[src/hdl/img_filter_defines.svh]
// shared widths and APB register offsets, included by every filter RTL file that needs them
`ifndef IMG_FILTER_DEFINES_SVH
`define IMG_FILTER_DEFINES_SVH

// pixel width in bits
`define PIX_W 12

// longest line the buffers can hold, also the buffer depth
`define LINE_MAX 256

// room for the sum of 49 full-scale pixels
`define SUM_W (`PIX_W + 6)

// APB byte offsets
`define REG_CTRL 4'h0
`define REG_STATUS 4'h4
`define REG_WIDTH 4'h8

`endif

[src/hdl/img_filter_pkg.sv]
// type package for the image filter, imported by the CSR block, the kernel and the top level
`default_nettype none

package img_filter_pkg;

    // neighbourhood selected by the kernel stage
    // encoding 2'b11 is reserved and never stored
    typedef enum logic [1:0] {
        MODE_CENTER = 2'd0,
        MODE_BOX3   = 2'd1,
        MODE_BOX7   = 2'd2
    } kernel_mode_e;

    // APB transfer phase seen by the slave
    typedef enum logic [1:0] {
        APB_IDLE   = 2'd0,
        APB_SETUP  = 2'd1,
        APB_ACCESS = 2'd2
    } apb_state_e;

endpackage

`default_nettype wire

[src/hdl/filter_csr_decode.sv]
// APB slave for the filter, holds CTRL and WIDTH and collects frame and line-length status
`timescale 1ns/100ps
`default_nettype none
`include "img_filter_defines.svh"

module filter_csr_decode (
    input  wire                                clk,
    input  wire                                arst_n_i,
    input  wire                                psel_i,
    input  wire                                penable_i,
    input  wire                                pwrite_i,
    input  wire [3:0]                          paddr_i,
    input  wire [31:0]                         pwdata_i,
    output logic [31:0]                        prdata_o,
    output logic                               pready_o,
    output logic                               pslverr_o,
    input  wire                                vs_i,
    input  wire                                line_done_i,
    input  wire [$clog2(`LINE_MAX):0]          line_len_i,
    output logic                               cfg_en_o,
    output img_filter_pkg::kernel_mode_e       cfg_mode_o,
    output logic [3:0]                         cfg_shift_o,
    output logic [$clog2(`LINE_MAX):0]         cfg_width_o
);
    import img_filter_pkg::*;

    localparam int LEN_W = $clog2(`LINE_MAX) + 1;

    apb_state_e   apb_state;
    logic         access;
    logic         wr_acc;
    logic         sel_ctrl;
    logic         sel_status;
    logic         sel_width;
    kernel_mode_e wr_mode;
    logic [15:0]  frame_cnt;
    logic         len_err;
    logic         vs_q;

    // ----------------------------------------
    // APB phase and address decode
    // ----------------------------------------
    always_comb begin
        if (!psel_i) begin
            apb_state = APB_IDLE;
        end else if (!penable_i) begin
            apb_state = APB_SETUP;
        end else begin
            apb_state = APB_ACCESS;
        end
    end

    assign access     = (apb_state == APB_ACCESS);
    assign wr_acc     = access & pwrite_i;
    assign sel_ctrl   = (paddr_i == `REG_CTRL);
    assign sel_status = (paddr_i == `REG_STATUS);
    assign sel_width  = (paddr_i == `REG_WIDTH);

    // no wait states
    assign pready_o  = 1'b1;
    assign pslverr_o = access & ~(sel_ctrl | sel_status | sel_width);

    // reserved mode code falls back to centre pixel
    always_comb begin
        case (pwdata_i[5:4])
            2'd1:    wr_mode = MODE_BOX3;
            2'd2:    wr_mode = MODE_BOX7;
            default: wr_mode = MODE_CENTER;
        endcase
    end

    // CTRL layout: [0] enable, [5:4] mode, [11:8] shift
    always_comb begin
        prdata_o = '0;
        if (access && !pwrite_i) begin
            if (sel_ctrl) begin
                prdata_o = {20'd0, cfg_shift_o, 2'd0, cfg_mode_o, 3'd0, cfg_en_o};
            end else if (sel_status) begin
                prdata_o = {15'd0, len_err, frame_cnt};
            end else if (sel_width) begin
                prdata_o = {{(32 - LEN_W){1'b0}}, cfg_width_o};
            end
        end
    end

    // ----------------------------------------
    // configuration and status registers
    // ----------------------------------------
    always_ff @(posedge clk or negedge arst_n_i) begin
        if (!arst_n_i) begin
            cfg_en_o    <= 1'b0;
            cfg_mode_o  <= MODE_CENTER;
            cfg_shift_o <= '0;
            cfg_width_o <= '0;
            frame_cnt   <= '0;
            len_err     <= 1'b0;
            vs_q        <= 1'b0;
        end else begin
            if (wr_acc && sel_ctrl) begin
                cfg_en_o    <= pwdata_i[0];
                cfg_mode_o  <= wr_mode;
                cfg_shift_o <= pwdata_i[11:8];
            end
            if (wr_acc && sel_width) begin
                cfg_width_o <= pwdata_i[LEN_W-1:0];
            end
            vs_q <= vs_i;
            // count frames on the trailing edge of vs
            if (vs_q && !vs_i && cfg_en_o) begin
                frame_cnt <= frame_cnt + 16'd1;
            end
            // a new mismatch wins over a clear in the same cycle
            if (line_done_i && (line_len_i != cfg_width_o)) begin
                len_err <= 1'b1;
            end else if (wr_acc && sel_status && pwdata_i[16]) begin
                len_err <= 1'b0;
            end
        end
    end

endmodule

`default_nettype wire

[config.mk]
export PLATFORM = sky130hd
export DESIGN_NAME = filter_csr_decode
export DESIGN_NICKNAME = d
export VERILOG_FILES = /design/src/hdl/img_filter_pkg.sv /design/src/hdl/filter_csr_decode.sv
export VERILOG_INCLUDE_DIRS = /design/src /design/src/hdl
export SDC_FILE = /design/constraint.sdc
export NUM_CORES = 1
export LEC_CHECK = 0
export ABC_AREA = 1
export ABC_CLOCK_PERIOD_IN_PS = 2400
export BUFFER_PORTS_ARGS = -buffer_cell sky130_fd_sc_hd__buf_2
export CAP_MARGIN = 20
export CORE_ASPECT_RATIO = 2
export CORE_MARGIN = 5
export CORE_UTILIZATION = 51
export CTS_BUF_LIST = sky130_fd_sc_hd__clkbuf_4 sky130_fd_sc_hd__clkbuf_8
export CTS_CLUSTER_DIAMETER = 60
export DETAILED_ROUTE_END_ITERATION = 12
export HOLD_SLACK_MARGIN = 0.03
export PLACE_DENSITY = 0.88
export SYNTH_ARGS = -nofsm -noshare
export SYNTH_HDL_FRONTEND = slang
export SYNTH_SLANG_ARGS = --single-unit
export TNS_END_PERCENT = 100
[constraint.sdc]
create_clock -name clk -period 2.4 [get_ports clk]
set_input_delay 0.12 -clock clk [delete_from_list [all_inputs] [get_ports clk]]
set_output_delay 0.12 -clock clk [all_outputs]
set_load 0.02 [all_outputs]
==> run summary <==
PwrDens: 559 nW/um2
Req. time, crit path: 2.57 ns
period utilization: 0.664
hold buffers post-CTS: 2
die footprint: 5460 um2
Placement Setup Slack: 0.865 ns
vias per cell: 5.06
Setup Fix Bufs, Post-CTS: 0
Worst-Margin Slew: 0.732 ns
Startpoint Class: input port
Residual DRC: 0
HP Class: in2reg
CP Capture Point: frame_cnt[13]
initial antenna violation count: 0
CTS Buf Count: 5
Synth top cells by count: 85 x nand2_1, 34 x dfrtp_1, 28 x inv_1, 18 x nand3_1, 16 x buf_4
clock sinks: 34
grt ovf: 0
final wirelength: 5.16 mm
io pins: 102
# diodes: 0
largest net degree at the start of global routing: 35
Max-Cap Viols: 0
placed wire-length estimate: 4.14 mm
core region area: 3880 um2
Port Buffers: 66
worst clock skew: 0.00412 ns
# rows: 32
vias in the first global route: 1988
final net count: 391
Hold Path Stages: 3
RSZ-0062 raised after global routing: false
CTS H-Tree Depth: 2
reg2reg setup slack: 0.90 ns
post-route cell area: 2460 um2
Rel. slew slack: 0.512
Final Max Tran Viols: 0
average wire per standard cell: 13.3 um
WS Path Type: in2reg
final antenna-violating net count: 0
Fin. Hold Viols: 0
Worst Setup Slack, final: 0.806 ns
Tot Pwr: 1.37 mW
Avg Synthesized Cell Area: 7.68 um2
Area Growth Syn to Fin: 19.8%
CTS max path bufs: 2
share of the synthesized area in the top cell type: 0.415
share of cells above drive strength 1: 0.267
drt pass-1 iters: 4
Worst Path Max Fanout: 5
GRT Util Overall: 0.215
Syn Std Cell Area: 2050 um2
register area share after synthesis: 0.415
status: complete, no violations
FF-to-FF Start: cfg_en_o
CP Launch Point: vs_i
setup_tns: 0 ns
Setup Viol. Count Final: 0
drt first-iter violations: 64
predominant post-synthesis flop cell: dfrtp_1
EDFF count, synth: 0
root buffer cell: clkbuf_8
CP Capture Type: flip-flop
GPL Wtd Cong: 0.884
total number of vias: 1963
Synthesis Warnings: 0
asr flop ratio synth: 1.00
Final min period: 1.59 ns
Max IR drop VDD: 0.000476 V
Die Wd: 54.8 um
DIE HEIGHT: 99.7 um
synth top area cells: dfrtp_1 42%, nand2_1 16%, buf_4 5.9%
Reg2Reg Depth: 7
Synth area leader: dfrtp_1
DP Area: 2350 um2
Arrival @ worst endpoint: 1.77 ns
count leader, synth: nand2_1
Worst-Skew Late Latency: 0.28 ns
Max Clk Rate: 627 MHz
worst hold start: line_done_i
register bit total from synthesis: 34
TritonCTS clock tree: yes
r2r endpoint: frame_cnt[13]
first-pass GRT wire length: 8.54 mm
Initial Util: 0.528
clock-pin slew on the worst setup and hold paths: 0.06 ns
Netlist cell types: 25
Cells after Synth: 267
Post-CTS Resized: 0
Lkg Pwr: 1.37 nW
-- cells by family (layout without fill, tap and decap cells) --
kind of cell,count (synthesis),after routing,synth area share
flip-flops,34,34,0.415
AND/OR/NAND/NOR,135,135,0.291
XOR/XNOR,18,18,0.0769
adder cells (fa/ha/maj),1,1,0.00610
multiplexers,1,1,0.00549
AO/OA/AOI/OAI,27,27,0.0751
other,2,16,0.00366
buffers and inverters,49,105,0.126
-- area by class of cell --
type	instances	area, um2
Fill cell	334	1430
Multi-Input combinational cell	198	992
Sequential cell	34	851
Timing Repair Buffer	68	350
Inverter	31	116
Clock buffer	6	82.6
Tap cell	51	63.8
-- metrics by stage --
| stage | hold slack (ns) | utilization | cells |
|---|---|---|---|
| floorplan | -0.176 | - | 281 |
| global placement | 0.224 | 0.606 | 380 |
| detailed placement | 0.228 | 0.606 | 380 |
| CTS | 0.0374 | 0.632 | 388 |
| global route | 0.0426 | 0.632 | 388 |
| finish | 0.0413 | 0.632 | 388 |
-- placed cells by master, fill, tap and decap left out --
master         count
nor2_1            15
mux2_2             1
inv_2              3
xor2_1            12
xnor2_1            6
clkbuf_8           6
nor2_4             3
nor3_4             1
nand2_4            1
dlygate4sd3_1      2
dfrtp_1           34
nand3_2            1
o21ai_2            4
nand3_1           18
nand4_1            1
a21oi_2            1
buf_2             66
a21oi_1           12
nand2_2            1
nor3_1             7
nor2_2             2
ha_1               1
conb_1            16
o21ai_0           10
inv_1             28
nand2_1           85
-- per-layer routing --
layer / up-vias / track usage / share of wire
li1: 942 / - / -
met1: 901 / 0.213 / 0.32
met2: 94 / 0.373 / 0.56
met3: 26 / 0.0345 / 0.062
met4: 0 / 0.154 / 0.058
met5: - / 0 / 0
-- power by group --
group	total, mW	internal (mW)	switching, mW
clock network	0.403	0.221	0.183
registers	0.688	0.627	0.0613
logic	0.282	0.103	0.179
total	1.37	0.951	0.423
-- flip-flops by register name (all words and copies together) (netlist names) --
name         flops
cfg_shift_o      4
frame_cnt       16
cfg_en_o         1
len_err          1
vs_q             1
cfg_mode_o       2
cfg_width_o      9
-- worst min-delay path by stage --
stage,endpoint,slack (ns)
global route,cfg_shift_o[3],0.04
detailed placement,frame_cnt[3],0.23
global placement,frame_cnt[3],0.22
finish,len_err,0.04
CTS,cfg_shift_o[3],0.04
floorplan,cfg_en_o,-0.18
-- critical path, stage by stage --
cell and delay [ns]:
dlygate4sd3_1 0.55, buf_2 0.14, inv_1 0.09, nand3_2 0.15
nor2_2 0.21, nand2_1 0.12, nor2_1 0.21, nand2_1 0.08
nand2_1 0.06, nand2_1 0.04
Power figures use the tool's default switching activity.
