<file path="config.mk">
export PLATFORM = sky130hd
export DESIGN_NAME = pixel_normalize
export DESIGN_NICKNAME = d
export VERILOG_FILES = /design/src/hdl/pixel_normalize.sv
export VERILOG_INCLUDE_DIRS = /design/src /design/src/hdl
export SDC_FILE = /design/constraint.sdc
export NUM_CORES = 1
export LEC_CHECK = 0
export ABC_CLOCK_PERIOD_IN_PS = 800
export CORE_ASPECT_RATIO = 0.75
export CORE_MARGIN = 4
export CORE_UTILIZATION = 40
export DETAILED_ROUTE_END_ITERATION = 6
export DONT_BUFFER_PORTS = 1
export GPL_TIMING_DRIVEN = 0
export MAX_ROUTING_LAYER = met4
export PLACE_DENSITY = 0.5
export SETUP_SLACK_MARGIN = 0.4
export SYNTH_ARGS = -nofsm -noshare
export SYNTH_HDL_FRONTEND = slang
export SYNTH_SLANG_ARGS = --single-unit
</file>
<file path="constraint.sdc">
create_clock -name clk -period 0.8 [get_ports clk]
set_input_delay 0.08 -clock clk [delete_from_list [all_inputs] [get_ports clk]]
set_output_delay 0.08 -clock clk [all_outputs]
set_load 0.1 [all_outputs]
</file>
<file path="src/hdl/img_filter_defines.svh">
// shared widths and APB register offsets, included by every filter RTL file that needs them
`ifndef IMG_FILTER_DEFINES_SVH
`define IMG_FILTER_DEFINES_SVH

// pixel width in bits
`define PIX_W 12

// longest line the buffers can hold, also the buffer depth
`define LINE_MAX 256

// room for the sum of 49 full-scale pixels
`define SUM_W (`PIX_W + 6)

// APB byte offsets
`define REG_CTRL 4'h0
`define REG_STATUS 4'h4
`define REG_WIDTH 4'h8

`endif

</file>
<file path="src/hdl/pixel_normalize.sv">
// output stage, scales the kernel sum by a right shift and saturates it to the pixel range
`timescale 1ns/100ps
`default_nettype none
`include "img_filter_defines.svh"

module pixel_normalize (
    input  wire                  clk,
    input  wire                  arst_n_i,
    input  wire [3:0]            cfg_shift_i,
    input  wire [`SUM_W-1:0]     sum_i,
    input  wire                  sum_valid_i,
    input  wire                  vs_i,
    output logic [`PIX_W-1:0]    pix_o,
    output logic                 de_o,
    output logic                 vs_o
);

    localparam logic [`SUM_W-1:0] PIX_MAX = {{(`SUM_W - `PIX_W){1'b0}}, {`PIX_W{1'b1}}};

    logic [`SUM_W-1:0] shifted;
    logic [`PIX_W-1:0] clamped;

    assign shifted = sum_i >> cfg_shift_i;

    // saturate anything above full scale
    assign clamped = (shifted > PIX_MAX) ? PIX_MAX[`PIX_W-1:0] : shifted[`PIX_W-1:0];

    always_ff @(posedge clk or negedge arst_n_i) begin
        if (!arst_n_i) begin
            pix_o <= '0;
            de_o  <= 1'b0;
            vs_o  <= 1'b0;
        end else begin
            pix_o <= clamped;
            de_o  <= sum_valid_i;
            vs_o  <= vs_i;
        end
    end

endmodule

`default_nettype wire

</file>
==> run_results.csv, run 1 <==
group,metric,value,unit
status,status,"finished with violations",
status,violations,"hold timing, setup timing",
floorplan,io_pins,40,
sta,max_freq,0.876,GHz
clock_tree,tritoncts,"done",
floorplan,initial_utilization,43.7,%
clock_tree,clk_path_buf_depth,2,
grt,met3_usage,7.80,%
floorplan,coreArea,0.00308,mm2
power_and_ir_drop,p_total,2.85,mW
routing,drtPass1Iterations,4,
yosys,synth_ff_type,"dfrtp_1",
grt,grt_max_degree,15,
floorplan,die_area,0.00437,mm2
yosys,synth_seq_area_share,26.0,%
finish,nets,187,
finish,diodes,0,
clock_tree,cts.clk_slew.worst_paths,50,ps
yosys,synthTopCellsByCount,"dfrtp_1, mux2i_1, nor2_1, nand2_1",
sta,setup_viol,26,
sta,max_slew_margin,67.1,%
sta,hold_viol,16,
power_and_ir_drop,peakVddDrop,1.24,mV
yosys,netlist.area_leader.share,26.0,%
yosys,ys_warn_count,0,
setup_path,crit_arrival,1240,ps
grt,grt_usage,19.9,%
yosys,synth_edf_count,0,
yosys,synth_seq_cells,14,
yosys,yosysUniqueCellTypes,39,
routing,drc,0,
clock_tree,htreeDepth,1,
setup_path,crit_required,900,ps
yosys,netlist_instances,146,
run,cap_violations,0,
routing,ant_nets,0,
placement,post_dp_cell_area,0.00146,mm2
sta,drv_slew,0,
grt,use_met1,28.8,%
routing,via_per_inst,6.65,
power_and_ir_drop,p_per_area,1590,mW/mm2
routing,num_vias,1310,
yosys,syn_avg_cell_area,9.22,um2
floorplan,die_h,58.2,um
finish,fillCellCount,259,
setup_path,critical_path.max_fanout,6,
grt,grt_pass1_vias,1235,
setup_path,worst_setup_path_start_kind,"input pin",
yosys,syn_nets,172,
sta,tightest_slew,493,ps
worst_hold_path,holdCritPathClass,"in -> async",
grt,antenna_found_initial,0,
sta,layout_setup_ws,-341,ps
setup_path,crit_path_end_kind,"flip-flop",
finish,drive_gt1_share,47.2,%
yosys,async_flop_share,100,%
yosys,yosys-top-cells-area,"dfrtp_1, mux2i_1, mux2_2",
setup_path,crit_type,"in -> reg",
floorplan,rows,17,
routing,drt_iter0_drc,138,
clock_tree,cts_made_buffers,3,
floorplan,fp.dieW,75.0,um
grt,grt_overflow_total,0,
sta,rsz0062_at_grt,"yes",
placement,port_buffers,0,
routing,drt_wl_total,4200,um
grt,grt_first_pass_wirelength,6410,um
finish,post-route-cell-area,0.00179,mm2
power_and_ir_drop,leakagePower,0.683,nW
placement,gp_congestion,0.893,
yosys,syn_area,0.00135,mm2
sta,post-route-period-util,143,%
yosys,yosysTopAreaCell,"dfrtp_1",
grt,use_met2,26.3,%
finish,seq_area,403,um2
grt,top_usage_layer,"met1",
finish,multi_input_area,0.00103,mm2
placement,hpwl,3010,um
sta,fin_hold_ws,-465,ps
finish,syn2layout_area_growth,33.3,%
clock_tree,root_buffer,"clkbuf_8",
sta,period_needed,1140,ps
routing,avgRoutedWirePerCell,21.3,um
clock_tree,clock-sinks,14,
[area by class of cell]
cell class,count,area share (%)
multi-input combinational,116,57.4
buffer,12,7.74
inverter,4,0.837
sequential,14,22.5
timing repair buffer,10,6.62
clock buffer,3,2.30
tap,38,2.65
[flip-flops by register name, indices dropped and copies added, names as in the netlist]
signal / cells
vs_o: 1
pix_o: 12
de_o: 1
[critical path, stage by stage]
cell and delay (ps):
buf_12 110, buf_12 120, mux2i_1 180, mux2i_1 110
buf_4 150, buf_4 120, buf_4 130, buf_6 100
nand2b_1 60, nand3_1 90
[power by group]
| part | internal, mW | leakage (nW) | total (mW) | switching, mW |
|---|---|---|---|---|
| logic | 0.423 | 0.513 | 0.821 | 0.397 |
| registers | 0.843 | 0.148 | 1.49 | 0.649 |
| clock network | 0.331 | 0.0216 | 0.537 | 0.207 |
| total | 1.60 | 0.683 | 2.85 | 1.25 |
[worst max path at each step]
stage	from	endpoint	slack, ps	cells past startpoint
floorplan	cfg_shift_i[1]	pix_o[3]	-500	5
global placement	cfg_shift_i[1]	pix_o[3]	-650	7
detailed placement	sum_i[16]	pix_o[8]	-660	6
CTS	cfg_shift_i[1]	pix_o[3]	-340	7
global route	cfg_shift_i[1]	pix_o[3]	-400	7
finish	cfg_shift_i[1]	pix_o[6]	-340	10
[per-stage QoR]
step	hold WS, ps	cells	setup TNS, ps	util (%)	setup WS, ps
after floorplan	-216	146	-4940	-	-495
after global placement	-215	184	-7060	47.2	-653
after detailed placement	-215	184	-7180	47.2	-662
after CTS	-473	197	-5340	55.0	-342
after global routing	-479	197	-6110	58.2	-401
final	-465	197	-5290	58.2	-341
[cell usage in the layout (no fill, tap or decap), types with 3 or more instances in the layout]
cell      netlist  routed
a21oi_1         9       4
a21oi_2         0       5
a22oi_1         3       3
a31oi_1         3       3
buf_12          1       3
buf_2           5       4
buf_4           2       8
buf_6           1       3
clkbuf_8        0       3
dfrtp_4         0      14
mux2_2          9       8
mux2i_1        14      11
mux4_2          4       4
nand2_1        10      10
nand2b_1        3       3
nand3_1         5       3
nor2_1         13      13
nor2b_1         4       4
o211ai_1        7       7
o21ai_0         7       3
o21ai_1         1       4
[repair_timing]
action                     CTS  global route
setup endpoints to repair   26            26
gates resized for setup     22            24
buffers inserted             8             0
hold endpoints to repair    16            16
gates cloned                 2             0
pin swaps                    9             8
[kinds of logic after synthesis]
| group | synth area share [%] |
|---|---|
| compound gates | 21.7 |
| xor+xnor | 0.651 |
| buf+inv | 7.25 |
| flops | 26.0 |
| mux | 29.6 |
| simple gates | 14.7 |
[layer usage]
metal / part of all wire [%] / wire [um]
met2: 44 / 1830
met5: 0 / 0
met1: 43 / 1800
met3: 11 / 475
met4: 2.2 / 91
Power figures use the tool's default switching activity.
==> run 2: changes to the inputs <==
--- a/config.mk
+++ b/config.mk
@@ -6,7 +6,7 @@
 export SDC_FILE = /design/constraint.sdc
 export NUM_CORES = 1
 export LEC_CHECK = 0
-export ABC_CLOCK_PERIOD_IN_PS = 800
+export ABC_CLOCK_PERIOD_IN_PS = 1200
 export CORE_ASPECT_RATIO = 0.75
 export CORE_MARGIN = 4
 export CORE_UTILIZATION = 40
==> constraint.sdc (replaced) <==
create_clock -name clk -period 1.2 [get_ports clk]
set_input_delay 0.12 -clock clk [delete_from_list [all_inputs] [get_ports clk]]
set_output_delay 0.12 -clock clk [all_outputs]
set_load 0.1 [all_outputs]
==> run_results.csv, run 2 (synthesis results as in run 1) <==
group,metric,value,unit
status,status,"finished with violations",
status,violations,"hold timing, setup timing",
sta,rsz0062_at_grt,"yes",
finish,diodes,0,
floorplan,die_h,58.2,um
finish,syn2layout_area_growth,35.6,%
floorplan,initial_utilization,43.7,%
floorplan,die_area,0.00437,mm2
grt,grt_overflow_total,0,
clock_tree,cts.clk_slew.worst_paths,50,ps
finish,reg.largest.list,"pix_o: 12 flops, de_o: 1 flops, vs_o: 1 flops",
power_and_ir_drop,p_total,2.01,mW
finish,post-route-cell-area,0.00183,mm2
sta,hold_viol,14,
placement,port_buffers,0,
sta,layout_setup_ws,-33.0,ps
clock_tree,htreeDepth,1,
sta,period_needed,1230,ps
routing,num_vias,1320,
power_and_ir_drop,swShare,43.3,%
power_and_ir_drop,p_sw,0.869,mW
finish,largest_reg_flops,12,
power_and_ir_drop,combPwrFrac,28.5,%
setup_path,critical_path.max_fanout,6,
finish,seq_area,403,um2
clock_tree,root_buffer,"clkbuf_8",
sta,post-route-period-util,103,%
routing,drc,0,
setup_path,crit_type,"in -> reg",
power_and_ir_drop,peakVddDrop,0.915,mV
finish,fillCellCount,289,
placement,hpwl,3080,um
placement,gp_congestion,0.883,
setup_path,crit_path_end_kind,"flip-flop",
sta,tightest_slew,599,ps
grt,grt_usage,20.1,%
power_and_ir_drop,leakagePower,0.707,nW
power_and_ir_drop,seqPwrFrac,49.5,%
setup_path,worst_setup_path_start_kind,"input pin",
sta,max_freq,0.811,GHz
worst_hold_path,holdCritPathClass,"in -> async",
setup_path,crit_arrival,1360,ps
placement,post_dp_cell_area,0.00142,mm2
clock_tree,clock-sinks,14,
grt,grt_pass1_vias,1299,
sta,fin_hold_ws,-51.5,ps
power_and_ir_drop,p_per_area,1100,mW/mm2
sta,setup_viol,4,
grt,grt_first_pass_wirelength,6530,um
power_and_ir_drop,p_int,1.14,mW
routing,drt_wl_total,4170,um
sta,max_slew_margin,60.1,%
floorplan,io_pins,40,
routing,drtPass1Iterations,4,
routing,via_per_inst,6.50,
floorplan,coreArea,0.00308,mm2
grt,antenna_found_initial,0,
finish,top_register,"pix_o",
clock_tree,clk_path_buf_depth,2,
floorplan,fp.dieW,75.0,um
floorplan,rows,17,
finish,drive_gt1_share,49.1,%
placement,pre_cts_ws,-316,ps
finish,nets,192,
sta,finalSetupTns,-96.3,ps
routing,avgRoutedWirePerCell,20.5,um
finish,final_common_cell,"dfrtp_4",
sta,drv_slew,0,
grt,grt_max_degree,15,
clock_tree,tritoncts,"done",
clock_tree,cts_made_buffers,3,
power_and_ir_drop,clockPowerShare,22.0,%
run,cap_violations,0,
routing,drt_iter0_drc,98,
finish,multi_input_area,0.00104,mm2
routing,ant_nets,0,
finish,layout_common_cells,"dfrtp_4, nor2_1, mux2i_1, buf_4, nand2_1",
setup_path,crit_required,1330,ps
## run 2: cell types whose count changed in the layout (fill, tap and decap cells not counted), sizes merged
cell          change
dlymetal6s4s      +1
buf               +1
dlygate4sd3       +2
clkbuf            +2
## run 2: final timing paths
kind                                start        end  slack, ps
max                        cfg_shift_i[1]  pix_o[11]        -30
min                              arst_n_i   pix_o[0]        -50
max in group asynchronous        arst_n_i  pix_o[10]        810
min in group clk           cfg_shift_i[3]   pix_o[5]        110
## run 2: cell type report
type / count / area share, %
Multi-Input combinational cell: 116 / 57.2
Sequential cell: 14 / 22.1
Timing Repair Buffer: 15 / 8.16
Buffer: 12 / 6.10
Clock buffer: 4 / 3.02
Tap cell: 38 / 2.60
Inverter: 4 / 0.822
## run 2: power groups by stage
| stage | registers (mW) | logic (mW) | clock network (mW) |
|---|---|---|---|
| floorplan | 0.966 | 0.324 | 0 |
| global placement | 0.973 | 0.401 | 0 |
| detailed placement | 0.974 | 0.403 | 0 |
| CTS | 0.996 | 0.500 | 0.458 |
| global route | 1.00 | 0.619 | 0.473 |
| finish | 0.994 | 0.572 | 0.442 |
## run 2: what timing repair did
action / CTS / global route
pin swaps: 5 / 17
endpoints found under the setup margin: 26 / 40
resized for setup: 35 / 34
hold buffers: 3 / 0
buffers inserted: 11 / 1
endpoints found under the hold margin: 16 / 0
## run 2: routing by layer
| layer | GRT usage (%) | up-vias | wire length (um) |
|---|---|---|---|
| met5 | - | - | 0 |
| met4 | 1.27 | 0 | 0 |
| met3 | 3.99 | 0 | 357 |
| met2 | 29.9 | 60 | 1900 |
| met1 | 29.3 | 661 | 1910 |
| li1 | - | 599 | - |
## run 2: worst max-delay path, cell delays in order
cell	delay (ps)
buf_12	120
buf_12	130
mux2_4	320
mux2i_4	200
mux2i_2	130
buf_4	150
a22o_1	190
## run 2: per-stage QoR
| stage | utilization [%] | std cells |
|---|---|---|
| floorplan | - | 146 |
| global route | 59.2 | 203 |
| global placement | 46.0 | 184 |
| finish | 59.2 | 203 |
| detailed placement | 46.0 | 184 |
| CTS | 54.6 | 202 |
