**config.mk**
```make
export PLATFORM = sky130hd
export DESIGN_NAME = kernel_sum
export DESIGN_NICKNAME = d
export VERILOG_FILES = /design/src/hdl/img_filter_pkg.sv /design/src/hdl/kernel_sum.sv
export VERILOG_INCLUDE_DIRS = /design/src /design/src/hdl
export SDC_FILE = /design/constraint.sdc
export NUM_CORES = 1
export LEC_CHECK = 0
export ABC_AREA = 1
export BUFFER_PORTS_ARGS = -buffer_cell sky130_fd_sc_hd__buf_2
export CAP_MARGIN = 20
export CORE_AREA = 2 2 241 243
export CTS_CLUSTER_DIAMETER = 50
export DETAILED_ROUTE_END_ITERATION = 10
export DIE_AREA = 0 0 243 245
export PLACE_DENSITY = 0.69
export REMOVE_ABC_BUFFERS = 1
export SLEW_MARGIN = 0
export SYNTH_ARGS = -nofsm -noshare
export SYNTH_HDL_FRONTEND = slang
export SYNTH_SLANG_ARGS = --single-unit
```
**constraint.sdc**
```tcl
create_clock -name clk -period 4.9 [get_ports clk]
set_input_delay 0 -clock clk [delete_from_list [all_inputs] [get_ports clk]]
set_output_delay 0 -clock clk [all_outputs]
set_load 0.05 [all_outputs]
```
**src/hdl/img_filter_defines.svh**
```systemverilog
// shared widths and APB register offsets, included by every filter RTL file that needs them
`ifndef IMG_FILTER_DEFINES_SVH
`define IMG_FILTER_DEFINES_SVH

// pixel width in bits
`define PIX_W 12

// longest line the buffers can hold, also the buffer depth
`define LINE_MAX 256

// room for the sum of 49 full-scale pixels
`define SUM_W (`PIX_W + 6)

// APB byte offsets
`define REG_CTRL 4'h0
`define REG_STATUS 4'h4
`define REG_WIDTH 4'h8

`endif

```
**src/hdl/img_filter_pkg.sv**
```systemverilog
// type package for the image filter, imported by the CSR block, the kernel and the top level
`default_nettype none

package img_filter_pkg;

    // neighbourhood selected by the kernel stage
    // encoding 2'b11 is reserved and never stored
    typedef enum logic [1:0] {
        MODE_CENTER = 2'd0,
        MODE_BOX3   = 2'd1,
        MODE_BOX7   = 2'd2
    } kernel_mode_e;

    // APB transfer phase seen by the slave
    typedef enum logic [1:0] {
        APB_IDLE   = 2'd0,
        APB_SETUP  = 2'd1,
        APB_ACCESS = 2'd2
    } apb_state_e;

endpackage

`default_nettype wire

```
**src/hdl/kernel_sum.sv**
```systemverilog
// two-stage adder tree giving the centre, 3x3 or 7x7 sum of the window as set by the mode
`timescale 1ns/100ps
`default_nettype none
`include "img_filter_defines.svh"

module kernel_sum (
    input  wire                           clk,
    input  wire                           arst_n_i,
    input  wire                           cfg_en_i,
    input  img_filter_pkg::kernel_mode_e  cfg_mode_i,
    input  wire [49*`PIX_W-1:0]           win_i,
    input  wire                           win_valid_i,
    input  wire                           vs_i,
    output logic [`SUM_W-1:0]             sum_o,
    output logic                          sum_valid_o,
    output logic                          vs_sum_o
);
    import img_filter_pkg::*;

    logic [`PIX_W+2:0] row_sum_c [0:6];
    logic [`PIX_W+3:0] box3_c;
    logic [`PIX_W+2:0] row_sum_q [0:6];
    logic [`PIX_W+3:0] box3_q;
    logic [`PIX_W-1:0] centre_q;
    logic [`SUM_W-1:0] box7_c;
    logic [`SUM_W-1:0] sel_c;
    logic              valid_q;
    logic              vs_q;

    // ----------------------------------------
    // stage 1 row sums and 3x3 partial
    // ----------------------------------------
    always_comb begin
        box3_c = '0;
        for (int r = 0; r < 7; r++) begin
            row_sum_c[r] = '0;
            for (int c = 0; c < 7; c++) begin
                row_sum_c[r] = row_sum_c[r] + win_i[(r*7+c)*`PIX_W +: `PIX_W];
                if ((r >= 2) && (r <= 4) && (c >= 2) && (c <= 4)) begin
                    box3_c = box3_c + win_i[(r*7+c)*`PIX_W +: `PIX_W];
                end
            end
        end
    end

    always_ff @(posedge clk) begin
        row_sum_q <= row_sum_c;
        box3_q    <= box3_c;
        centre_q  <= win_i[24*`PIX_W +: `PIX_W];
    end

    // ----------------------------------------
    // stage 2 mode select
    // ----------------------------------------
    always_comb begin
        box7_c = '0;
        for (int r = 0; r < 7; r++) begin
            box7_c = box7_c + row_sum_q[r];
        end
        case (cfg_mode_i)
            MODE_BOX3: sel_c = {{(`SUM_W - `PIX_W - 4){1'b0}}, box3_q};
            MODE_BOX7: sel_c = box7_c;
            default:   sel_c = {{(`SUM_W - `PIX_W){1'b0}}, centre_q};
        endcase
    end

    always_ff @(posedge clk) begin
        sum_o <= sel_c;
    end

    // qualifiers follow the data, dropped as soon as enable goes low
    always_ff @(posedge clk or negedge arst_n_i) begin
        if (!arst_n_i) begin
            valid_q     <= 1'b0;
            vs_q        <= 1'b0;
            sum_valid_o <= 1'b0;
            vs_sum_o    <= 1'b0;
        end else begin
            valid_q     <= win_valid_i & cfg_en_i;
            vs_q        <= vs_i & cfg_en_i;
            sum_valid_o <= valid_q & cfg_en_i;
            vs_sum_o    <= vs_q & cfg_en_i;
        end
    end

endmodule

`default_nettype wire

```
==> run_results.csv, run 1 <==
group,metric,value,unit
run_status,outcome,"completed",
route,vias,17760,
timing,drv_slew,0,
yosys,yosys.cell_types.count,38,
die,die_h,245,um
timing,relSlewSlack,62.41,%
timing,timing.fmax,252.6,MHz
clocking,clock_latency,0.44,ns
flow_run,max_cap_violations,0,
place,dpl.hpwl,59.96,mm
yosys,synth_compound_area_share,4.584,%
worst_setup_path,worstSetupPathType,"in -> reg",
die,io_pins,615,
place,placed_cell_area,0.02749,mm2
clocking,cts_tree,"done",
worst_setup_path,critPathLaunch,"win_i[289]",
yosys,syn_inst,2490,
yosys,yosysWarnings,0,
route,drtIter0Drc,786,
worst_setup_path,crit_path_end_kind,"flip-flop",
yosys,synth_mux_area_share,0,%
clocking,htree_num_levels,4,
layout,stdcell_count,3932,
yosys,postSynthAreaPerCell,9.426,um2
worst_setup_path,critPathMaxFanout,3,
timing,setup-violations-final,0,
yosys,synth_xor_area_share,2.985,%
clocking,tritoncts.num_buffers,17,
hold_path,min_path_type,"in -> reg",
clocking,cts-resized-gates,0,
clocking,ctsRootBufferMaster,"clkbuf_16",
yosys,synth_top_family_by_area,"adder cells",
global_routing,antenna_found_initial,11,
worst_setup_path,startpoint_type,"input pin",
timing,fin_tns_setup,0,ns
clocking,cts_sinks,155,
worst_setup_path,r2r-start,"row_sum_q[46]",
global_routing,grt_pass1_vias,19100,
clocking,clock_path_buffers,2,
yosys,ys_seq_area_share,13.31,%
die,initial_core_util,41.15,%
layout,drive_above_1_share,21.70,%
route,drc_errors,0,
timing,hold_ws,0.01990,ns
timing,worstMarginPinSlew,0.5591,ns
timing,rsz0062_at_grt,"false",
layout,stdcell_area,0.02834,mm2
hold_path,min_from,"win_i[492]",
worst_setup_path,r2r_slack,0.98,ns
clocking,clk_pin_slew,0.07,ns
global_routing,grt_pass1_wl,102.0,mm
timing,fin_skew,0.01147,ns
yosys,synth-seq-cells,155,
timing,finalCritPeriodShare,80.78,%
place,io_buffers,614,
worst_setup_path,crit_arrival,4.32,ns
yosys,synthSimpleGateAreaFrac,9.318,%
route,wire_per_inst,16.27,um
layout,area_growth,20.74,%
die,design.core.area,0.05703,mm2
place,gp_congestion,0.9385,
timing,min_period,3.958,ns
timing,finalHoldViolCount,0,
route,wl,63.97,mm
place,dp.cells,3867,
route,drt_first_pass_iters,5,
global_routing,grt_usage,22.38,%
global_routing,grt_max_degree,17,
route,viasPerCell,4.517,
die,dieArea,0.05954,mm2
die,die-width,243,um
route,ant_nets,0,
yosys,synth_fa_ha_area_share,56.27,%
worst_setup_path,cp_data_required_time,5.27,ns
yosys,synth_area,0.02347,mm2
layout,nNetsFinal,4464,
die,core.rowCount,88,
global_routing,grt-ovfl-total,0,
critical path, cell delays in order:
cell           delay [ns]
dlygate4sd3_1        0.53
buf_2                0.15
inv_1                0.12
fa_1                 0.46
fa_1                 0.56
inv_1                0.05
fa_1                 0.35
inv_1                0.08
fa_1                 0.41
inv_1                0.06
ha_1                 0.24
inv_1                0.13
fa_1                 0.50
inv_1                0.13
nand3_1              0.07
nand2_1              0.14
nand3_1              0.09
nand3_1              0.10
xor2_1               0.15
timing repair:
action | in CTS | in global routing
setup endpoints to repair | 0 | 0
hold buffers | 29 | 0
hold endpoints to repair | 30 | 0
buffers inserted | 0 | 0
cells by family after synthesis:
kind of cell | after synthesis
xor+xnor | 80
fa+ha+maj | 719
compound gates | 187
flops | 155
buf+inv | 844
simple gates | 505
synthesized netlist by cell type, drive strengths merged:
cell type,n,area (um2)
buf,1,11.26
nand3,96,490.5
xor2,50,437.9
o21ai,42,217.7
nor2,111,426.7
nand4,28,181.4
a21o,8,60.06
clkinv,2,8.750
clkbuf,1,3.750
inv,840,3153
dfxtp,151,3023
o31ai,6,45.04
nand3b,5,37.54
a31oi,4,25.02
a211oi,6,45.04
ha,158,1977
dfrtp,4,100.1
o21a,2,15.01
a21boi,13,120.1
nand2,258,1008
o211ai,1,7.510
a21oi,105,540.5
nor3,5,30.03
fa,561,11230
xnor2,30,262.8
or2,2,12.51
routing by layer:
metal	up-vias	GRT usage (%)	routed length [um]
met1	8687	29.55	27030
met2	472	39.45	32600
li1	8530	-	-
met3	56	3.641	3330
met5	-	0	93
met4	14	3.591	909
placed cells by master (no fill, tap or decap), types with 3 or more instances in the layout:
master / netlist / layout
nand3b_1: 5 / 5
xnor2_1: 30 / 30
o21ai_1: 9 / 9
a21oi_1: 101 / 101
dfxtp_1: 151 / 151
nand3_1: 94 / 94
nand4_1: 27 / 27
a21boi_2: 6 / 6
o21ai_0: 31 / 31
clkinvlp_4: 0 / 5
xor2_1: 50 / 50
inv_2: 6 / 6
dfrtp_1: 4 / 4
nor2_1: 107 / 107
inv_1: 834 / 834
buf_2: 0 / 614
a211oi_1: 6 / 6
clkinv_2: 1 / 3
nand2_1: 242 / 242
a21boi_0: 6 / 6
fa_1: 561 / 561
clkbuf_16: 0 / 18
a21oi_2: 4 / 4
nor3_1: 4 / 4
a31oi_1: 4 / 4
a21o_1: 8 / 8
nor2_2: 4 / 4
nand2_2: 16 / 16
ha_1: 158 / 158
diode_2: 0 / 5
dlygate4sd3_1: 0 / 29
o31ai_1: 6 / 6
metrics by stage:
step	utilization [%]	setup slack, ns
3_3_place_gp	48.19	0.9879
2_1_floorplan	-	1.365
6_report	49.69	0.9418
4_1_cts	49.67	0.9828
5_1_grt	49.67	0.7131
3_5_place_dp	48.19	0.9948
state kept, by name, indices dropped and copies added, names as in the netlist:
name and count:
box3_q 16, valid_q 1, sum_valid_o 1, row_sum_q 105
vs_sum_o 1, sum_o 18, centre_q 12, vs_q 1
cell type report:
class	instances	area, um2
fill	5525	28700
sequential	155	3123
timing repair buffer	643	3363
antenna	5	12.51
clock inverter	9	65.06
tap	765	957.2
inverter	842	3162
clock buffer	22	485.5
multi-input combinational	1491	17170
final timing paths:
kind                                 end  cells after the start
setup / recovery              box3_q[14]                     19
hold / removal             row_sum_q[15]                      2
setup reg to reg               sum_o[13]                     16
hold reg to reg                 vs_sum_o                      2
max in group asynchronous       vs_sum_o                      3
min in group asynchronous    sum_valid_o                      3
Power of run 1 is left out: the tool's default activity adds up to more than one toggle a clock period on the data nets, which glitch-free logic cannot reach.
==> run 2, diff against run 1 <==
==> constraint.sdc (replaced) <==
create_clock -name clk -period 3.9 [get_ports clk]
set_input_delay 0 -clock clk [delete_from_list [all_inputs] [get_ports clk]]
set_output_delay 0 -clock clk [all_outputs]
set_load 0.05 [all_outputs]
==> run 2 against run 1 <==
Effect of this change:
- critical path depth decreased by 6
- register-to-register slack got worse by 0.84 ns
- utilization grew 0.55 points
- flip-flop and latch count did not move
- global-route usage barely moved
- die area stayed put
- routed wire length grew 0.77%
- non-clock buffer count up 10
- sequential share of layout area down 0.12 points
- first-iteration DRC count up 7.8%
==> run_results.csv, run 2 (synthesis gave the netlist of run 1 again) <==
group,metric,value,unit
place,dp.cells,3876,
clocking,cts_tree,"done",
timing,finalCritPeriodShare,96.49,%
route,viasPerCell,4.515,
timing,timing.fmax,265.7,MHz
timing,drv_slew,0,
timing,fin_tns_setup,0,ns
global_routing,grtUsageMet2,39.92,%
place,io_buffers,614,
worst_setup_path,crit_path_end_kind,"flip-flop",
route,ant_nets,0,
hold_path,min_path_type,"in -> reg",
layout,stdcell_count,3942,
worst_setup_path,reg2reg_depth,18,
worst_setup_path,r2r_slack,0.14,ns
timing,hold_ws,0.04901,ns
global_routing,grt_use_met1,29.51,%
clocking,cts_sinks,155,
worst_setup_path,startpoint_type,"input pin",
die,dieArea,0.05954,mm2
die,die-width,243,um
hold_path,holdPathStages,3,
hold_path,min_from,"win_i[157]",
worst_setup_path,rr_endpoint,"sum_o[13]",
hold_path,min_to,"row_sum_q[76]",
die,io_pins,615,
layout,top_regs,"row_sum_q: 105 flops, sum_o: 18 flops, box3_q: 16 flops",
worst_setup_path,cpMostUsedCell,"fa_1",
timing,finalHoldViolCount,0,
timing,min_period,3.763,ns
worst_setup_path,crit_family,"adder cells",
place,dpl.hpwl,60.01,mm
worst_setup_path,critPathMaxStageDelay,0.55,ns
die,core.rowCount,88,
clocking,clk_pin_slew,0.06,ns
layout,nNetsFinal,4474,
timing,worstMarginPinSlew,0.7163,ns
worst_setup_path,worstSetupPathType,"in -> reg",
global_routing,antenna_found_initial,8,
global_routing,grt_max_degree,17,
layout,area_growth,22.08,%
global_routing,grt_pass1_vias,19230,
clocking,htree_num_levels,4,
layout,layout_commonest_cell,"inv_1",
clocking,ctsRootBufferMaster,"clkbuf_16",
clocking,clock_path_buffers,2,
timing,setup-violations-final,0,
global_routing,grt-ovfl-total,0,
route,wire_per_inst,16.35,um
route,wl,64.46,mm
die,design.core.area,0.05703,mm2
worst_setup_path,cpMaxStageDelayCell,"dlygate4sd3_1",
worst_setup_path,r2r-start,"row_sum_q[52]",
worst_setup_path,critPathBufInv,4,
layout,most-common-layout-cells,"834 x inv_1, 614 x buf_2, 559 x fa_1, 240 x nand2_1, 150 x dfxtp_1",
layout,drive_above_1_share,22.72,%
clocking,tritoncts.num_buffers,17,
place,gp_congestion,0.9553,
worst_setup_path,crit_arrival,4.08,ns
route,vias,17800,
route,drt_first_pass_iters,5,
global_routing,grt_use_met3,3.094,%
timing,rsz0062_at_grt,"true",
worst_setup_path,cp_data_required_time,4.21,ns
clocking,clock_latency,0.43,ns
die,initial_core_util,41.15,%
die,die_h,245,um
layout,largest_reg_flops,105,
timing,relSlewSlack,51.84,%
global_routing,top_usage_layer,"met2",
run_status,outcome,"completed",
route,drc_errors,0,
route,drtIter0Drc,847,
timing,fin_skew,0.01033,ns
global_routing,grt_usage,22.37,%
worst_setup_path,critPathMaxFanout,5,
layout,top_register,"row_sum_q",
flow_run,max_cap_violations,0,
global_routing,grt_pass1_wl,101.9,mm
worst_setup_path,crit_chain,"dlygate4sd3_1 -> buf_2 -> fa_1 -> inv_1 -> fa_1 -> fa_1 -> fa_1 -> inv_1 -> ha_1 -> a21oi_1 -> nand2_1 -> a21boi_0 -> xnor2_1",
==> run 2: routing by layer <==
metal,vias to the layer above,wire [um],share of wire [%]
met3,41,3233,5.0
met4,6,622,0.96
met2,473,33330,52
li1,8556,-,-
met1,8724,27240,42
met5,-,34,0.053
==> run 2: worst max path at each step <==
stage,start,endpoint,slack (ns),depth (start not counted)
after floorplan,row_sum_q[46],sum_o[7],0.36,15
after global placement,win_i[125],row_sum_q[89],0.09,13
after detailed placement,row_sum_q[52],sum_o[10],0.04,16
after CTS,row_sum_q[52],sum_o[10],0.02,16
after global routing,row_sum_q[52],sum_o[16],-0.01,17
final,win_i[291],row_sum_q[51],0.14,13
==> run 2: cell type report <==
cell class | instances | area, um2
Inverter | 842 | 3164
Timing Repair Buffer | 653 | 3438
Fill cell | 5524 | 28380
Sequential cell | 155 | 3124
Antenna cell | 4 | 10.01
Clock inverter | 9 | 112.6
Tap cell | 765 | 957.2
Multi-Input combinational cell | 1491 | 17370
Clock buffer | 23 | 478.0
==> run 2: worst reg2reg max path, cell delays in order, from the launching register on <==
cell,delay [ns]
dfxtp_1,0.31
inv_1,0.05
fa_1,0.53
inv_1,0.06
fa_1,0.54
inv_1,0.05
fa_1,0.49
fa_1,0.50
inv_1,0.07
ha_4,0.26
buf_4,0.14
nand2_2,0.09
inv_2,0.05
a21oi_2,0.14
nand2_1,0.09
nand2_1,0.08
nand3_1,0.07
nand3_1,0.08
nand2_1,0.06
==> run 2: timing repair <==
| item | 4_1_cts | 5_1_grt |
|---|---|---|
| hold buffers | 29 | 0 |
| endpoints found under the hold margin | 30 | 0 |
| resized for setup | 0 | 41 |
| buffers inserted | 0 | 1 |
| setup endpoints to repair | 0 | 15 |
==> run 2: stage by stage <==
| stage | worst slack, ns | utilization [%] | cell area, um2 |
|---|---|---|---|
| 2_1_floorplan | 0.3646 | - | 23460 |
| 3_3_place_gp | 0.08864 | 48.31 | 27550 |
| 3_5_place_dp | 0.03524 | 48.31 | 27550 |
| 4_1_cts | 0.01793 | 49.86 | 28430 |
| 5_1_grt | -0.009876 | 50.23 | 28650 |
| 6_report | 0.1368 | 50.24 | 28650 |
Power of run 2 is left out for the same reason.
==> run 3, diff against run 2 <==
--- a/config.mk
+++ b/config.mk
@@ -13,9 +13,10 @@
 export CTS_CLUSTER_DIAMETER = 50
 export DETAILED_ROUTE_END_ITERATION = 10
 export DIE_AREA = 0 0 243 245
-export PLACE_DENSITY = 0.69
+export PLACE_DENSITY = 0.63
 export REMOVE_ABC_BUFFERS = 1
-export SLEW_MARGIN = 0
+export SETUP_SLACK_MARGIN = 0.02
+export SLEW_MARGIN = 10
 export SYNTH_ARGS = -nofsm -noshare
 export SYNTH_HDL_FRONTEND = slang
 export SYNTH_SLANG_ARGS = --single-unit
==> run 3 against run 2 <==
Effect of this change:
- count of clock-buffer cells in the layout shrank 5
- hold slack lost 0.035 ns
- design area grew 0.11%
- first-iteration DRC count shrank 8.5%
- final cell count is essentially flat
- sequential share of layout area is essentially flat
- die area is the same
- worst setup slack lost 0.033 ns
==> run_results.csv, run 3 (synthesis gave the netlist of run 1 again) <==
group,metric,value,unit
layout,drive_above_1_share,22.86,%
timing,rsz0062_at_grt,"false",
route,drt_first_pass_iters,5,
layout,most-common-layout-cells,"833 x inv_1, 614 x buf_2, 559 x fa_1, 237 x nand2_1, 151 x dfxtp_1",
flow_run,max_cap_violations,0,
place,pre_cts_ws,0.1065,ns
route,wl,63.73,mm
clocking,ctsRootBufferMaster,"clkbuf_16",
hold_path,min_path_type,"in -> reg",
route,wire_per_inst,16.16,um
route,vias,17830,
worst_setup_path,critPathMaxFanout,5,
run_status,outcome,"completed",
place,dpl.hpwl,59.39,mm
die,initial_core_util,41.15,%
layout,fin_util,50.29,%
timing,finalWorstSetupSlack,0.1034,ns
layout,nNetsFinal,4477,
layout,top_regs,"row_sum_q: 105 flops, sum_o: 18 flops, box3_q: 16 flops",
worst_setup_path,cp_data_required_time,4.22,ns
die,die_h,245,um
route,viasPerCell,4.521,
timing,worstMarginPinSlew,0.6075,ns
clocking,clock_path_buffers,2,
worst_setup_path,crit_arrival,4.12,ns
worst_setup_path,crit_path_end_kind,"flip-flop",
die,die-width,243,um
timing,min_period,3.797,ns
timing,fin_tns_setup,0,ns
global_routing,antenna_found_initial,9,
timing,relSlewSlack,59.15,%
timing,finalCritPeriodShare,97.35,%
die,io_pins,615,
place,io_buffers,614,
die,design.core.area,0.05703,mm2
clocking,cts_sinks,155,
route,drtIter0Drc,775,
layout,area_growth,22.21,%
route,ant_nets,0,
global_routing,grt_pass1_vias,19330,
clocking,clk_pin_slew,0.07,ns
layout,layout_commonest_cell,"inv_1",
timing,timing.fmax,263.4,MHz
place,gp_congestion,0.9119,
clocking,htree_num_levels,4,
die,core.rowCount,88,
worst_setup_path,startpoint_type,"input pin",
timing,finalHoldViolCount,0,
route,drc_errors,0,
global_routing,grt_usage,22.24,%
timing,setup-violations-final,0,
clocking,cts_tree,"done",
die,dieArea,0.05954,mm2
layout,largest_reg_flops,105,
worst_setup_path,worstSetupPathType,"in -> reg",
clocking,clock_latency,0.45,ns
global_routing,grt-ovfl-total,0,
timing,drv_slew,0,
place,placed_cell_area,0.02757,mm2
clocking,tritoncts.num_buffers,17,
timing,fin_skew,0.01718,ns
layout,top_register,"row_sum_q",
global_routing,grt_max_degree,17,
layout,stdcell_area,0.02868,mm2
global_routing,grt_pass1_wl,101.5,mm
## run 3: cell types whose count changed in the layout (fill, tap and decap cells not counted), sizes merged
cell         previous run  this run
inv                   841       850
clkbuf                 23        18
clkinvlp                4         1
buf                   624       626
clkinv                  4         3
diode                   4         3
dlygate4sd3            29        30
## run 3: per-stage QoR
step,std cells,hold WS [ns]
2_1_floorplan,2488,-0.2956
3_3_place_gp,3878,-0.1916
3_5_place_dp,3878,-0.1905
4_1_cts,3940,0.02538
5_1_grt,3942,0.01032
6_report,3944,0.01408
## run 3: critical path, cell delays in order
cell           delay (ns)
dlygate4sd3_1        0.54
buf_2                0.18
fa_1                 0.53
inv_1                0.06
fa_1                 0.55
inv_1                0.05
fa_1                 0.47
inv_1                0.05
fa_1                 0.47
inv_1                0.05
ha_1                 0.39
a21oi_2              0.10
buf_4                0.14
o21ai_1              0.17
a21oi_1              0.08
xnor2_1              0.30
## run 3: path summary, 6_finish.rpt
| path | start | end | slack [ns] | cells after the start |
|---|---|---|---|---|
| max | win_i[293] | row_sum_q[53] | 0.10 | 16 |
| min | win_i[157] | row_sum_q[76] | 0.01 | 3 |
| max reg2reg | row_sum_q[55] | sum_o[15] | 0.19 | 18 |
| min reg2reg | box3_q[4] | sum_o[4] | 0.44 | 2 |
| max in group asynchronous | arst_n_i | vs_sum_o | 3.26 | 3 |
| min in group asynchronous | arst_n_i | vs_q | 0.47 | 3 |
## run 3: per-layer routing
metal  GRT usage (%)  vias to the layer above  share of wire (%)
met1           29.46                     8715                 42
met2           39.32                      482                 51
met3           3.051                       63                5.4
met5               0                        -               0.12
met4           3.988                       12                1.5
li1                -                     8557                  -
## run 3: what timing repair did
| item | CTS | global route |
|---|---|---|
| resized for setup | 0 | 37 |
| buffers inserted | 0 | 1 |
| hold buffers | 30 | 0 |
| hold endpoints to repair | 31 | 0 |
| endpoints found under the setup margin | 0 | 17 |
## run 3: layout make-up
class / count / area, um2
Clock buffer: 18 / 439.2
Fill cell: 5537 / 28350
Antenna cell: 3 / 7.507
Timing Repair Buffer: 656 / 3463
Clock inverter: 14 / 171.4
Multi-Input combinational cell: 1491 / 17360
Tap cell: 765 / 957.2
Sequential cell: 155 / 3123
Inverter: 842 / 3162
Power of run 3 is left out for the same reason.
